==> config.mk <==
export PLATFORM = sky130hd
export DESIGN_NAME = rv_core_top
export DESIGN_NICKNAME = d
export VERILOG_FILES = /design/src/rtl/rv_core_pkg.sv /design/src/rtl/pc_unit.sv /design/src/rtl/instr_decoder.sv /design/src/rtl/reg_file.sv /design/src/rtl/alu.sv /design/src/rtl/branch_unit.sv /design/src/rtl/commit_stage.sv /design/src/rtl/rv_core_top.sv
export SDC_FILE = /design/constraint.sdc
export NUM_CORES = 2
export LEC_CHECK = 0
export ABC_AREA = 1
export BUFFER_PORTS_ARGS = -buffer_cell sky130_fd_sc_hd__buf_4
export CAP_MARGIN = 20
export CORE_MARGIN = 1
export CORE_UTILIZATION = 40
export DETAILED_ROUTE_END_ITERATION = 6
export GPL_ROUTABILITY_DRIVEN = 0
export PLACE_DENSITY = 0.57
export SLEW_MARGIN = 20
export SYNTH_ARGS = -nofsm -noshare
export SYNTH_HDL_FRONTEND = slang
export SYNTH_SLANG_ARGS = --single-unit
export TNS_END_PERCENT = 10
==> constraint.sdc <==
create_clock -name clk -period 10.6 [get_ports clk]
set_input_delay 1.59 -clock clk [delete_from_list [all_inputs] [get_ports clk]]
set_output_delay 1.59 -clock clk [all_outputs]
set_load 0.05 [all_outputs]
==> src/rtl/rv_core_pkg.sv <==
// data width, opcode/alu/branch/write-back enums and packed structs shared by the core
`default_nettype none

package rv_core_pkg;

    parameter int XLEN = 32;

    // major opcodes of the supported rv32i subset
    typedef enum logic [6:0] {
        op_reg    = 7'b0110011,
        op_imm    = 7'b0010011,
        op_load   = 7'b0000011,
        op_store  = 7'b0100011,
        op_branch = 7'b1100011,
        op_jal    = 7'b1101111
    } rv_opcode_e;

    typedef enum logic [3:0] {
        alu_add = 4'd0,
        alu_sub = 4'd1,
        alu_and = 4'd2,
        alu_or  = 4'd3,
        alu_xor = 4'd4,
        alu_sll = 4'd5,
        alu_srl = 4'd6,
        alu_sra = 4'd7
    } alu_op_e;

    typedef enum logic [2:0] {
        br_none   = 3'd0,
        br_eq     = 3'd1,
        br_ne     = 3'd2,
        br_lt     = 3'd3,
        br_ge     = 3'd4,
        br_always = 3'd5    // jal
    } br_cond_e;

    typedef enum logic [1:0] {
        wb_alu  = 2'd0,
        wb_load = 2'd1,
        wb_link = 2'd2      // pc + 4
    } wb_sel_e;

    typedef struct packed {
        alu_op_e         alu_op;
        br_cond_e        br_cond;
        wb_sel_e         wb_sel;
        logic            reg_we;
        logic            mem_re;
        logic            mem_we;
        logic            use_imm;   // alu operand b from imm
        logic [4:0]      rd;
        logic [4:0]      rs1;
        logic [4:0]      rs2;
        logic [XLEN-1:0] imm;
    } decode_ctrl_t;

    typedef struct packed {
        logic            we;
        logic [4:0]      addr;
        logic [XLEN-1:0] data;
    } rf_write_t;

    typedef struct packed {
        logic            re;
        logic            we;
        logic [XLEN-1:0] addr;
        logic [XLEN-1:0] wdata;
    } dmem_req_t;

    typedef struct packed {
        logic            taken;
        logic [XLEN-1:0] target;
    } branch_res_t;

endpackage

`default_nettype wire

==> src/rtl/pc_unit.sv <==
// program counter register with reset address, step by four and redirect
`timescale 1ns/1ns
`default_nettype none

module pc_unit #(
    parameter logic [rv_core_pkg::XLEN-1:0] RESET_PC = '0
) (
    input  wire logic                         clk,
    input  wire logic                         rst_n,
    input  wire logic                         redirect_valid,
    input  wire logic [rv_core_pkg::XLEN-1:0] redirect_target,
    output logic      [rv_core_pkg::XLEN-1:0] pc
);

    logic [rv_core_pkg::XLEN-1:0] pc_next;

    assign pc_next = redirect_valid ? redirect_target : pc + 32'd4;

    always_ff @(posedge clk or negedge rst_n) begin
        if (!rst_n) begin
            pc <= RESET_PC;
        end else begin
            pc <= pc_next;  // taken branch or jal wins over the step
        end
    end

    // branch and jal offsets are multiples of two only, so a bad program
    // or a bad target adder would show up here as a misaligned fetch
    pc_word_aligned: assert property (
        @(posedge clk) disable iff (!rst_n) pc[1:0] == 2'b00
    ) else $error("pc not word aligned: %h", pc);

endmodule

`default_nettype wire

==> src/rtl/instr_decoder.sv <==
// instruction decoder producing the control struct and sign-extended immediate
`timescale 1ns/1ns
`default_nettype none

module instr_decoder (
    input  wire logic [rv_core_pkg::XLEN-1:0] instruction,
    output rv_core_pkg::decode_ctrl_t         ctrl
);

    rv_core_pkg::rv_opcode_e      opcode;
    rv_core_pkg::alu_op_e         alu_fn;
    logic                         alu_ok;     // funct3/funct7 pair is supported
    logic                         is_reg;
    logic                         f7_zero;
    logic                         f7_alt;     // selects sub or sra
    logic [2:0]                   funct3;
    logic [6:0]                   funct7;
    logic [rv_core_pkg::XLEN-1:0] imm_i;
    logic [rv_core_pkg::XLEN-1:0] imm_s;
    logic [rv_core_pkg::XLEN-1:0] imm_b;
    logic [rv_core_pkg::XLEN-1:0] imm_j;

    assign opcode  = rv_core_pkg::rv_opcode_e'(instruction[6:0]);
    assign funct3  = instruction[14:12];
    assign funct7  = instruction[31:25];
    assign is_reg  = (opcode == rv_core_pkg::op_reg);
    assign f7_zero = (funct7 == 7'b0000000);
    assign f7_alt  = (funct7 == 7'b0100000);

    assign imm_i = {{20{instruction[31]}}, instruction[31:20]};
    assign imm_s = {{20{instruction[31]}}, instruction[31:25], instruction[11:7]};
    assign imm_b = {{19{instruction[31]}}, instruction[31], instruction[7],
                    instruction[30:25], instruction[11:8], 1'b0};
    assign imm_j = {{11{instruction[31]}}, instruction[31], instruction[19:12],
                    instruction[20], instruction[30:21], 1'b0};

    // alu function for register and immediate ops
    always_comb begin
        alu_fn = rv_core_pkg::alu_add;
        alu_ok = 1'b1;
        case (funct3)
            3'b000: begin
                alu_fn = (is_reg && f7_alt) ? rv_core_pkg::alu_sub : rv_core_pkg::alu_add;
                alu_ok = !is_reg || f7_zero || f7_alt;  // addi has no funct7
            end
            3'b001: begin
                alu_fn = rv_core_pkg::alu_sll;
                alu_ok = f7_zero;
            end
            3'b100: begin
                alu_fn = rv_core_pkg::alu_xor;
                alu_ok = !is_reg || f7_zero;
            end
            3'b101: begin
                alu_fn = f7_alt ? rv_core_pkg::alu_sra : rv_core_pkg::alu_srl;
                alu_ok = f7_zero || f7_alt;
            end
            3'b110: begin
                alu_fn = rv_core_pkg::alu_or;
                alu_ok = !is_reg || f7_zero;
            end
            3'b111: begin
                alu_fn = rv_core_pkg::alu_and;
                alu_ok = !is_reg || f7_zero;
            end
            default: alu_ok = 1'b0;  // slt, sltu and their immediates
        endcase
    end

    always_comb begin
        ctrl.alu_op  = rv_core_pkg::alu_add;
        ctrl.br_cond = rv_core_pkg::br_none;
        ctrl.wb_sel  = rv_core_pkg::wb_alu;
        ctrl.reg_we  = 1'b0;
        ctrl.mem_re  = 1'b0;
        ctrl.mem_we  = 1'b0;
        ctrl.use_imm = 1'b0;
        ctrl.rd      = instruction[11:7];
        ctrl.rs1     = instruction[19:15];
        ctrl.rs2     = instruction[24:20];
        ctrl.imm     = imm_i;
        case (opcode)
            rv_core_pkg::op_reg: begin
                ctrl.alu_op = alu_fn;
                ctrl.reg_we = alu_ok;
            end
            rv_core_pkg::op_imm: begin
                ctrl.alu_op  = alu_fn;
                ctrl.reg_we  = alu_ok;
                ctrl.use_imm = 1'b1;
            end
            rv_core_pkg::op_load: begin
                ctrl.wb_sel  = rv_core_pkg::wb_load;
                ctrl.reg_we  = (funct3 == 3'b010);  // lw only
                ctrl.mem_re  = (funct3 == 3'b010);
                ctrl.use_imm = 1'b1;
            end
            rv_core_pkg::op_store: begin
                ctrl.mem_we  = (funct3 == 3'b010);  // sw only
                ctrl.use_imm = 1'b1;
                ctrl.imm     = imm_s;
            end
            rv_core_pkg::op_branch: begin
                ctrl.imm = imm_b;
                case (funct3)
                    3'b000:  ctrl.br_cond = rv_core_pkg::br_eq;
                    3'b001:  ctrl.br_cond = rv_core_pkg::br_ne;
                    3'b100:  ctrl.br_cond = rv_core_pkg::br_lt;
                    3'b101:  ctrl.br_cond = rv_core_pkg::br_ge;
                    default: ctrl.br_cond = rv_core_pkg::br_none;  // bltu, bgeu
                endcase
            end
            rv_core_pkg::op_jal: begin
                ctrl.br_cond = rv_core_pkg::br_always;
                ctrl.wb_sel  = rv_core_pkg::wb_link;
                ctrl.reg_we  = 1'b1;
                ctrl.imm     = imm_j;
            end
            default: ;  // unknown opcode retires as a no-op
        endcase
    end

endmodule

`default_nettype wire

==> src/rtl/reg_file.sv <==
// 32 x 32 register file with two read ports, one write port and x0 tied to zero
`timescale 1ns/1ns
`default_nettype none

module reg_file (
    input  wire logic                         clk,
    input  wire logic                         rst_n,
    input  wire logic [4:0]                   rs1_addr,
    input  wire logic [4:0]                   rs2_addr,
    output logic      [rv_core_pkg::XLEN-1:0] rs1_data,
    output logic      [rv_core_pkg::XLEN-1:0] rs2_data,
    input  rv_core_pkg::rf_write_t            wr
);

    logic [rv_core_pkg::XLEN-1:0] regs [32];

    always_ff @(posedge clk or negedge rst_n) begin
        if (!rst_n) begin
            for (int i = 0; i < 32; i++) begin
                regs[i] <= '0;
            end
        end else if (wr.we && wr.addr != 5'd0) begin
            regs[wr.addr] <= wr.data;  // x0 writes dropped
        end
    end

    // old value is seen in the write cycle
    assign rs1_data = (rs1_addr == 5'd0) ? '0 : regs[rs1_addr];
    assign rs2_data = (rs2_addr == 5'd0) ? '0 : regs[rs2_addr];

endmodule

`default_nettype wire

==> src/rtl/alu.sv <==
// arithmetic and logic unit for add, sub, and, or, xor and the three shifts
`timescale 1ns/1ns
`default_nettype none

module alu (
    input  wire logic [rv_core_pkg::XLEN-1:0] a,
    input  wire logic [rv_core_pkg::XLEN-1:0] b,
    input  rv_core_pkg::alu_op_e              op,
    output logic      [rv_core_pkg::XLEN-1:0] result
);

    logic [4:0] shamt;

    assign shamt = b[4:0];  // only the low five bits shift

    always_comb begin
        case (op)
            rv_core_pkg::alu_add: result = a + b;
            rv_core_pkg::alu_sub: result = a - b;
            rv_core_pkg::alu_and: result = a & b;
            rv_core_pkg::alu_or:  result = a | b;
            rv_core_pkg::alu_xor: result = a ^ b;
            rv_core_pkg::alu_sll: result = a << shamt;
            rv_core_pkg::alu_srl: result = a >> shamt;
            rv_core_pkg::alu_sra: result = $signed(a) >>> shamt;  // sign fill
            default:              result = '0;
        endcase
    end

endmodule

`default_nettype wire

==> src/rtl/branch_unit.sv <==
// branch compare and pc-relative target for conditional branches and jal
`timescale 1ns/1ns
`default_nettype none

module branch_unit (
    input  wire logic [rv_core_pkg::XLEN-1:0] rs1_data,
    input  wire logic [rv_core_pkg::XLEN-1:0] rs2_data,
    input  wire logic [rv_core_pkg::XLEN-1:0] pc,
    input  wire logic [rv_core_pkg::XLEN-1:0] imm,
    input  rv_core_pkg::br_cond_e             cond,
    output rv_core_pkg::branch_res_t          res
);

    logic is_eq;
    logic is_lt;

    assign is_eq = (rs1_data == rs2_data);
    assign is_lt = ($signed(rs1_data) < $signed(rs2_data));  // signed compare for blt/bge

    always_comb begin
        case (cond)
            rv_core_pkg::br_eq:     res.taken = is_eq;
            rv_core_pkg::br_ne:     res.taken = !is_eq;
            rv_core_pkg::br_lt:     res.taken = is_lt;
            rv_core_pkg::br_ge:     res.taken = !is_lt;
            rv_core_pkg::br_always: res.taken = 1'b1;
            default:                res.taken = 1'b0;
        endcase
    end

    // same adder for branches and jal, imm already carries the right format
    assign res.target = pc + imm;

endmodule

`default_nettype wire

==> src/rtl/commit_stage.sv <==
// commit logic forming the register write, data memory request and pc redirect
`timescale 1ns/1ns
`default_nettype none

module commit_stage (
    input  wire logic                         rst_n,
    input  rv_core_pkg::decode_ctrl_t         ctrl,
    input  wire logic [rv_core_pkg::XLEN-1:0] alu_result,
    input  wire logic [rv_core_pkg::XLEN-1:0] rs2_data,
    input  wire logic [rv_core_pkg::XLEN-1:0] pc,
    input  wire logic [rv_core_pkg::XLEN-1:0] dmem_rdata,
    input  rv_core_pkg::branch_res_t          br,
    output rv_core_pkg::rf_write_t            rf_write,
    output rv_core_pkg::dmem_req_t            dmem_req,
    output logic                              redirect_valid,
    output logic      [rv_core_pkg::XLEN-1:0] redirect_target
);

    logic [rv_core_pkg::XLEN-1:0] link_addr;
    logic [rv_core_pkg::XLEN-1:0] wb_data;

    assign link_addr = pc + 32'd4;  // return address for jal

    always_comb begin
        case (ctrl.wb_sel)
            rv_core_pkg::wb_load: wb_data = dmem_rdata;
            rv_core_pkg::wb_link: wb_data = link_addr;
            default:              wb_data = alu_result;
        endcase
    end

    assign rf_write.we   = ctrl.reg_we & rst_n;
    assign rf_write.addr = ctrl.rd;
    assign rf_write.data = wb_data;

    // lw and sw address both come from rs1 + imm through the alu
    assign dmem_req.re    = ctrl.mem_re & rst_n;
    assign dmem_req.we    = ctrl.mem_we & rst_n;
    assign dmem_req.addr  = alu_result;
    assign dmem_req.wdata = rs2_data;

    assign redirect_valid  = br.taken;
    assign redirect_target = br.target;

    // the decoder never raises both for one opcode
    always_comb begin
        assert (!(dmem_req.re && dmem_req.we))
            else $error("load and store requested together");
    end

endmodule

`default_nettype wire

==> src/rtl/rv_core_top.sv <==
// top level of the single-cycle rv32i core with the alu operand select
`timescale 1ns/1ns
`default_nettype none

module rv_core_top #(
    parameter logic [rv_core_pkg::XLEN-1:0] RESET_PC = '0
) (
    input  wire logic                         clk,
    input  wire logic                         rst_n,
    output logic      [rv_core_pkg::XLEN-1:0] pc,
    input  wire logic [rv_core_pkg::XLEN-1:0] instruction,
    output rv_core_pkg::dmem_req_t            dmem_req,
    input  wire logic [rv_core_pkg::XLEN-1:0] dmem_rdata,
    output rv_core_pkg::rf_write_t            rf_write
);

    rv_core_pkg::decode_ctrl_t    ctrl;
    rv_core_pkg::branch_res_t     br_res;
    logic [rv_core_pkg::XLEN-1:0] rs1_data;
    logic [rv_core_pkg::XLEN-1:0] rs2_data;
    logic [rv_core_pkg::XLEN-1:0] alu_b;
    logic [rv_core_pkg::XLEN-1:0] alu_result;
    logic                         redirect_valid;
    logic [rv_core_pkg::XLEN-1:0] redirect_target;

    pc_unit #(
        .RESET_PC(RESET_PC)
    ) pc_unit0 (
        .clk            (clk),
        .rst_n          (rst_n),
        .redirect_valid (redirect_valid),
        .redirect_target(redirect_target),
        .pc             (pc)
    );

    instr_decoder instr_decoder0 (
        .instruction(instruction),
        .ctrl       (ctrl)
    );

    reg_file reg_file0 (
        .clk     (clk),
        .rst_n   (rst_n),
        .rs1_addr(ctrl.rs1),
        .rs2_addr(ctrl.rs2),
        .rs1_data(rs1_data),
        .rs2_data(rs2_data),
        .wr      (rf_write)
    );

    assign alu_b = ctrl.use_imm ? ctrl.imm : rs2_data;  // imm ops, lw and sw

    alu alu0 (
        .a     (rs1_data),
        .b     (alu_b),
        .op    (ctrl.alu_op),
        .result(alu_result)
    );

    branch_unit branch_unit0 (
        .rs1_data(rs1_data),
        .rs2_data(rs2_data),
        .pc      (pc),
        .imm     (ctrl.imm),
        .cond    (ctrl.br_cond),
        .res     (br_res)
    );

    commit_stage commit_stage0 (
        .rst_n          (rst_n),
        .ctrl           (ctrl),
        .alu_result     (alu_result),
        .rs2_data       (rs2_data),
        .pc             (pc),
        .dmem_rdata     (dmem_rdata),
        .br             (br_res),
        .rf_write       (rf_write),
        .dmem_req       (dmem_req),
        .redirect_valid (redirect_valid),
        .redirect_target(redirect_target)
    );

endmodule

`default_nettype wire

==> results.md <==
- The maximum fanout along the worst path is 120.
- The number of design rule violations left after detail routing is 7.
- The number of buffer cells added on primary ports is 201.
- The final reports fail on DRC.
- The path class of the lowest-slack min-delay path is reg2reg.
- The critical path ends at rf_write[29].
- The initial antenna violation count is 17.
- Clock tree synthesis selected as its root buffer the cell sky130_fd_sc_hd__clkbuf_16.
- The average size of a mapped cell is approximately 6.5 um2.
- The total overflow left after global routing is 0.
- Yosys attributes the largest share of cell area to sky130_fd_sc_hd__dfrtp_1, sky130_fd_sc_hd__nand2_1, sky130_fd_sc_hd__nand3_1.
- Of the post-synthesis cell area, the dominant cell type holds a little over a third.
- The arrival time at the worst endpoint is 8.09 ns.
- The die is 435 um tall.
- The number of gates given a new drive strength after cts is 0.
- The area growth from synthesis to final layout is 8.97%.
- Clock skew on the completed layout was measured at approximately 0.037 ns.
- Leaving out fill and tap cells, the most frequent cells in the layout are sky130_fd_sc_hd__nand2_1, sky130_fd_sc_hd__nand3_1, sky130_fd_sc_hd__dfrtp_1, sky130_fd_sc_hd__nor2_1, sky130_fd_sc_hd__o21ai_0.
- Dividing the detail-routed wire length by the instance count gives 28.2 um.
- Counting flops and latches in the post-synthesis netlist gives 1056.
- The die covers 189000 um2.
- After clock tree synthesis, the clock-pin slew on the worst setup and hold paths is 0.06 ns.
- Once placement completed, the tool counted placed cells totaling around 13000.
- The register-to-register setup slack is between 4 and 5 ns.
- Yosys mapped the design onto 59 distinct sky130hd cell types.
- Of all cell types, the one taking the most synthesized area is sky130_fd_sc_hd__dfrtp_1.
- Dividing total power by cell area gives a power density of ~160 nW/um2.
- For this design, the CTS-stage hold fixing added 0 buffers.
- In this run the count of I/O pins placed on the die edge is about 200.
- The hold violation total from the final report was 0.
- The maximum vdd drop is roughly 0.23 mV.
- The HPWL after detailed placement is roughly 230 mm.
- The detail route stage leaves a number of antenna-violating nets equal to 0.
- The most frequent standard cell in the layout excluding fill and tap cells is sky130_fd_sc_hd__nand2_1.
- The number of non-filler instances in the completed layout is about 14000.
- The largest net degree at the start of global routing is between 150 and 200.
- The iteration count of the initial detailed-routing pass is 7.
- The count of mapped cells out of synthesis is ~11000.
- For the worst flop-to-flop path, the logic depth is 26.
- The insertion delay of the later-clocked pin in the worst-skew pair is between 0.8 and 0.9 ns.
- STA puts the critical path data required time at between 9 and 10 ns.
- The total nets after synthesis is 11722.
- The sequential cell area fraction in the yosys report is a little over a third.
- After the last flow step, the layout net total stands at ~11000.
- The run finished, with violations left.
- The DRC violation total after the first TritonRoute iteration is ~14000.
- In the routed layout, each cell is associated on average with a via count of around 6.2.
- The critical path start-end classification is in2out.
- The final max-slew violation count is 0.
- TritonCTS built the clock tree.
- The cell type of the slowest stage on the worst timing path is sky130_fd_sc_hd__inv_8.
- The type of destination of the critical path is a primary output.
- The final routed wirelength across all metal layers is ~390 mm.
- The smallest clock period supported by the final layout is computed as approximately 9.7 ns.
- Global routing used between 30% and 40% of the available tracks across all layers.
- The warning count from the yosys run is 0.
- The row count is roughly 160.
- Of the available clock period, the critical path in the final layout requires 91.4%.
- Across the run, the number of max-cap violations was 0.
- The number of vias in the routed layout is 85246.
- The effective utilization at floorplan is roughly two fifths.
- The leakage power is 41.3 nW.
- The post-CTS setup repair buffer count is 0.
- The final setup violation count is 0.
- The mapped cell area is between 70000 and 80000 um2.
- The critical path starts at instruction[21].
- The number of clock sinks seen by CTS is ~1100.
- The total core area is 186000 um2.
- The first global-routing pass estimated between 500 and 600 mm of wire.
- Clock tree synthesis inserted a total of between 100 and 150 buffers.
- The end of the worst register-to-register path is reg_file0.regs[487].
- For this run, the top clock speed supported by timing is just over 100 MHz.
- The worst register-to-register path begins at reg_file0.regs[196].
- The depth of the CTS H-tree is 3.
- The worst setup path is launched from a primary input.
- Setup repair after global routing left no endpoint under its margin.
- Setup total negative slack on the finished layout was measured at 0 ns.
- The via count of the first global-routing pass is between 70000 and 80000.
- The transition at the pin with the smallest max-transition slack is approximately 1.1 ns.
- The worst slew margin relative to its limit is between 20% and 30%.
- The horizontal die dimension is approximately 440 um.
- The clock tree buffer depth is 3.
- Of the cells placed in the final design, the portion with a size suffix greater than 1 is 7.97%.
- The delay contributed by the slowest stage of the critical path is between 0.7 and 0.8 ns.
sequential cells by signal, indices dropped and copies added, names as in the netlist:
signal and count:
reg_file0.regs 1024, pc_unit0.pc 32
kinds of logic after synthesis:
family	synth area share, %
simple gates	41.8
buf+inv	8.85
compound gates	10.3
flops	35.2
fa+ha+maj	2.79
xor+xnor	1.02
mux	0.0667
synth_stat cells (all sizes together):
cell type  count
o211ai       221
a21o           7
inv          492
or2           33
o21a           7
nand3       2287
clkinv         6
buf          547
mux2i          5
and2          32
a21boi         8
o31ai         11
o21bai        12
a211oi        11
a31oi         21
o21ai        659
nor2b          1
o22ai         12
dfrtp       1056
a41oi          2
a221oi        17
xor2          63
fa             2
nand3b         2
a21oi        342
nor3b          1
xnor2         24
nor2         741
nand4         63
nor4           7
o2111ai        5
ha           164
nor3          30
a221o          8
clkbuf       400
nand2       4178
o221ai        13
worst max-delay path, delay by kind of cell:
kind,cells,cell delay [ns]
and+or+nand+nor,19,3.04
AOI/OAI and AO/OA,1,0.13
xor gates and xnor gates,1,0.16
buffers and inverters,6,2.62
adders and majority gates,1,0.40
cell type report:
class | count | area (um2)
Fill cell | 19455 | 104000
Multi-Input combinational cell | 8989 | 42400
Sequential cell | 1056 | 26400
Timing Repair Buffer | 466 | 3820
Clock buffer | 181 | 3580
Tap cell | 2480 | 3100
Inverter | 498 | 1910
Clock inverter | 40 | 483
Antenna cell | 8 | 20.0
through the flow:
stage          setup slack (ns)  cell area (um2)  power (mW)  hold slack (ns)  util [%]
5_1_grt                   0.666            81800        13.2            0.408      44.0
2_1_floorplan              3.07            75100        6.90            0.440         -
6_report                  0.916            81800        12.8            0.402      44.0
3_3_place_gp               1.29            77700        8.30            0.378      41.8
4_1_cts                    1.25            81800        12.7            0.399      44.0
3_5_place_dp               1.29            77700        8.31            0.385      41.8
worst min-delay path by stage:
stage	startpoint	cells past startpoint	end
2_1_floorplan	reg_file0.regs[1014]	1	reg_file0.regs[1014]
3_3_place_gp	reg_file0.regs[1014]	0	reg_file0.regs[1014]
3_5_place_dp	reg_file0.regs[1014]	0	reg_file0.regs[1014]
4_1_cts	reg_file0.regs[1014]	0	reg_file0.regs[1014]
5_1_grt	reg_file0.regs[1004]	0	reg_file0.regs[1004]
6_report	reg_file0.regs[1022]	0	reg_file0.regs[1022]
per-layer routing:
metal / GRT usage (%) / vias up / part of all wire, %
met5: 0 / - / 0.019
met4: 27.8 / 12 / 8.3
met3: 12.2 / 1494 / 14
met2: 56.4 / 6383 / 41
met1: 50.4 / 40409 / 37
li1: - / 36948 / -
power by group:
group / leakage (nW) / internal, mW / switching, mW
Sequential: 14.6 / 4.07 / 0.0710
Combinational: 24.7 / 1.03 / 3.24
Clock: 2.00 / 2.51 / 1.91
Total: 41.3 / 7.61 / 5.22
No activity file was read; power rests on OpenSTA's default activity.
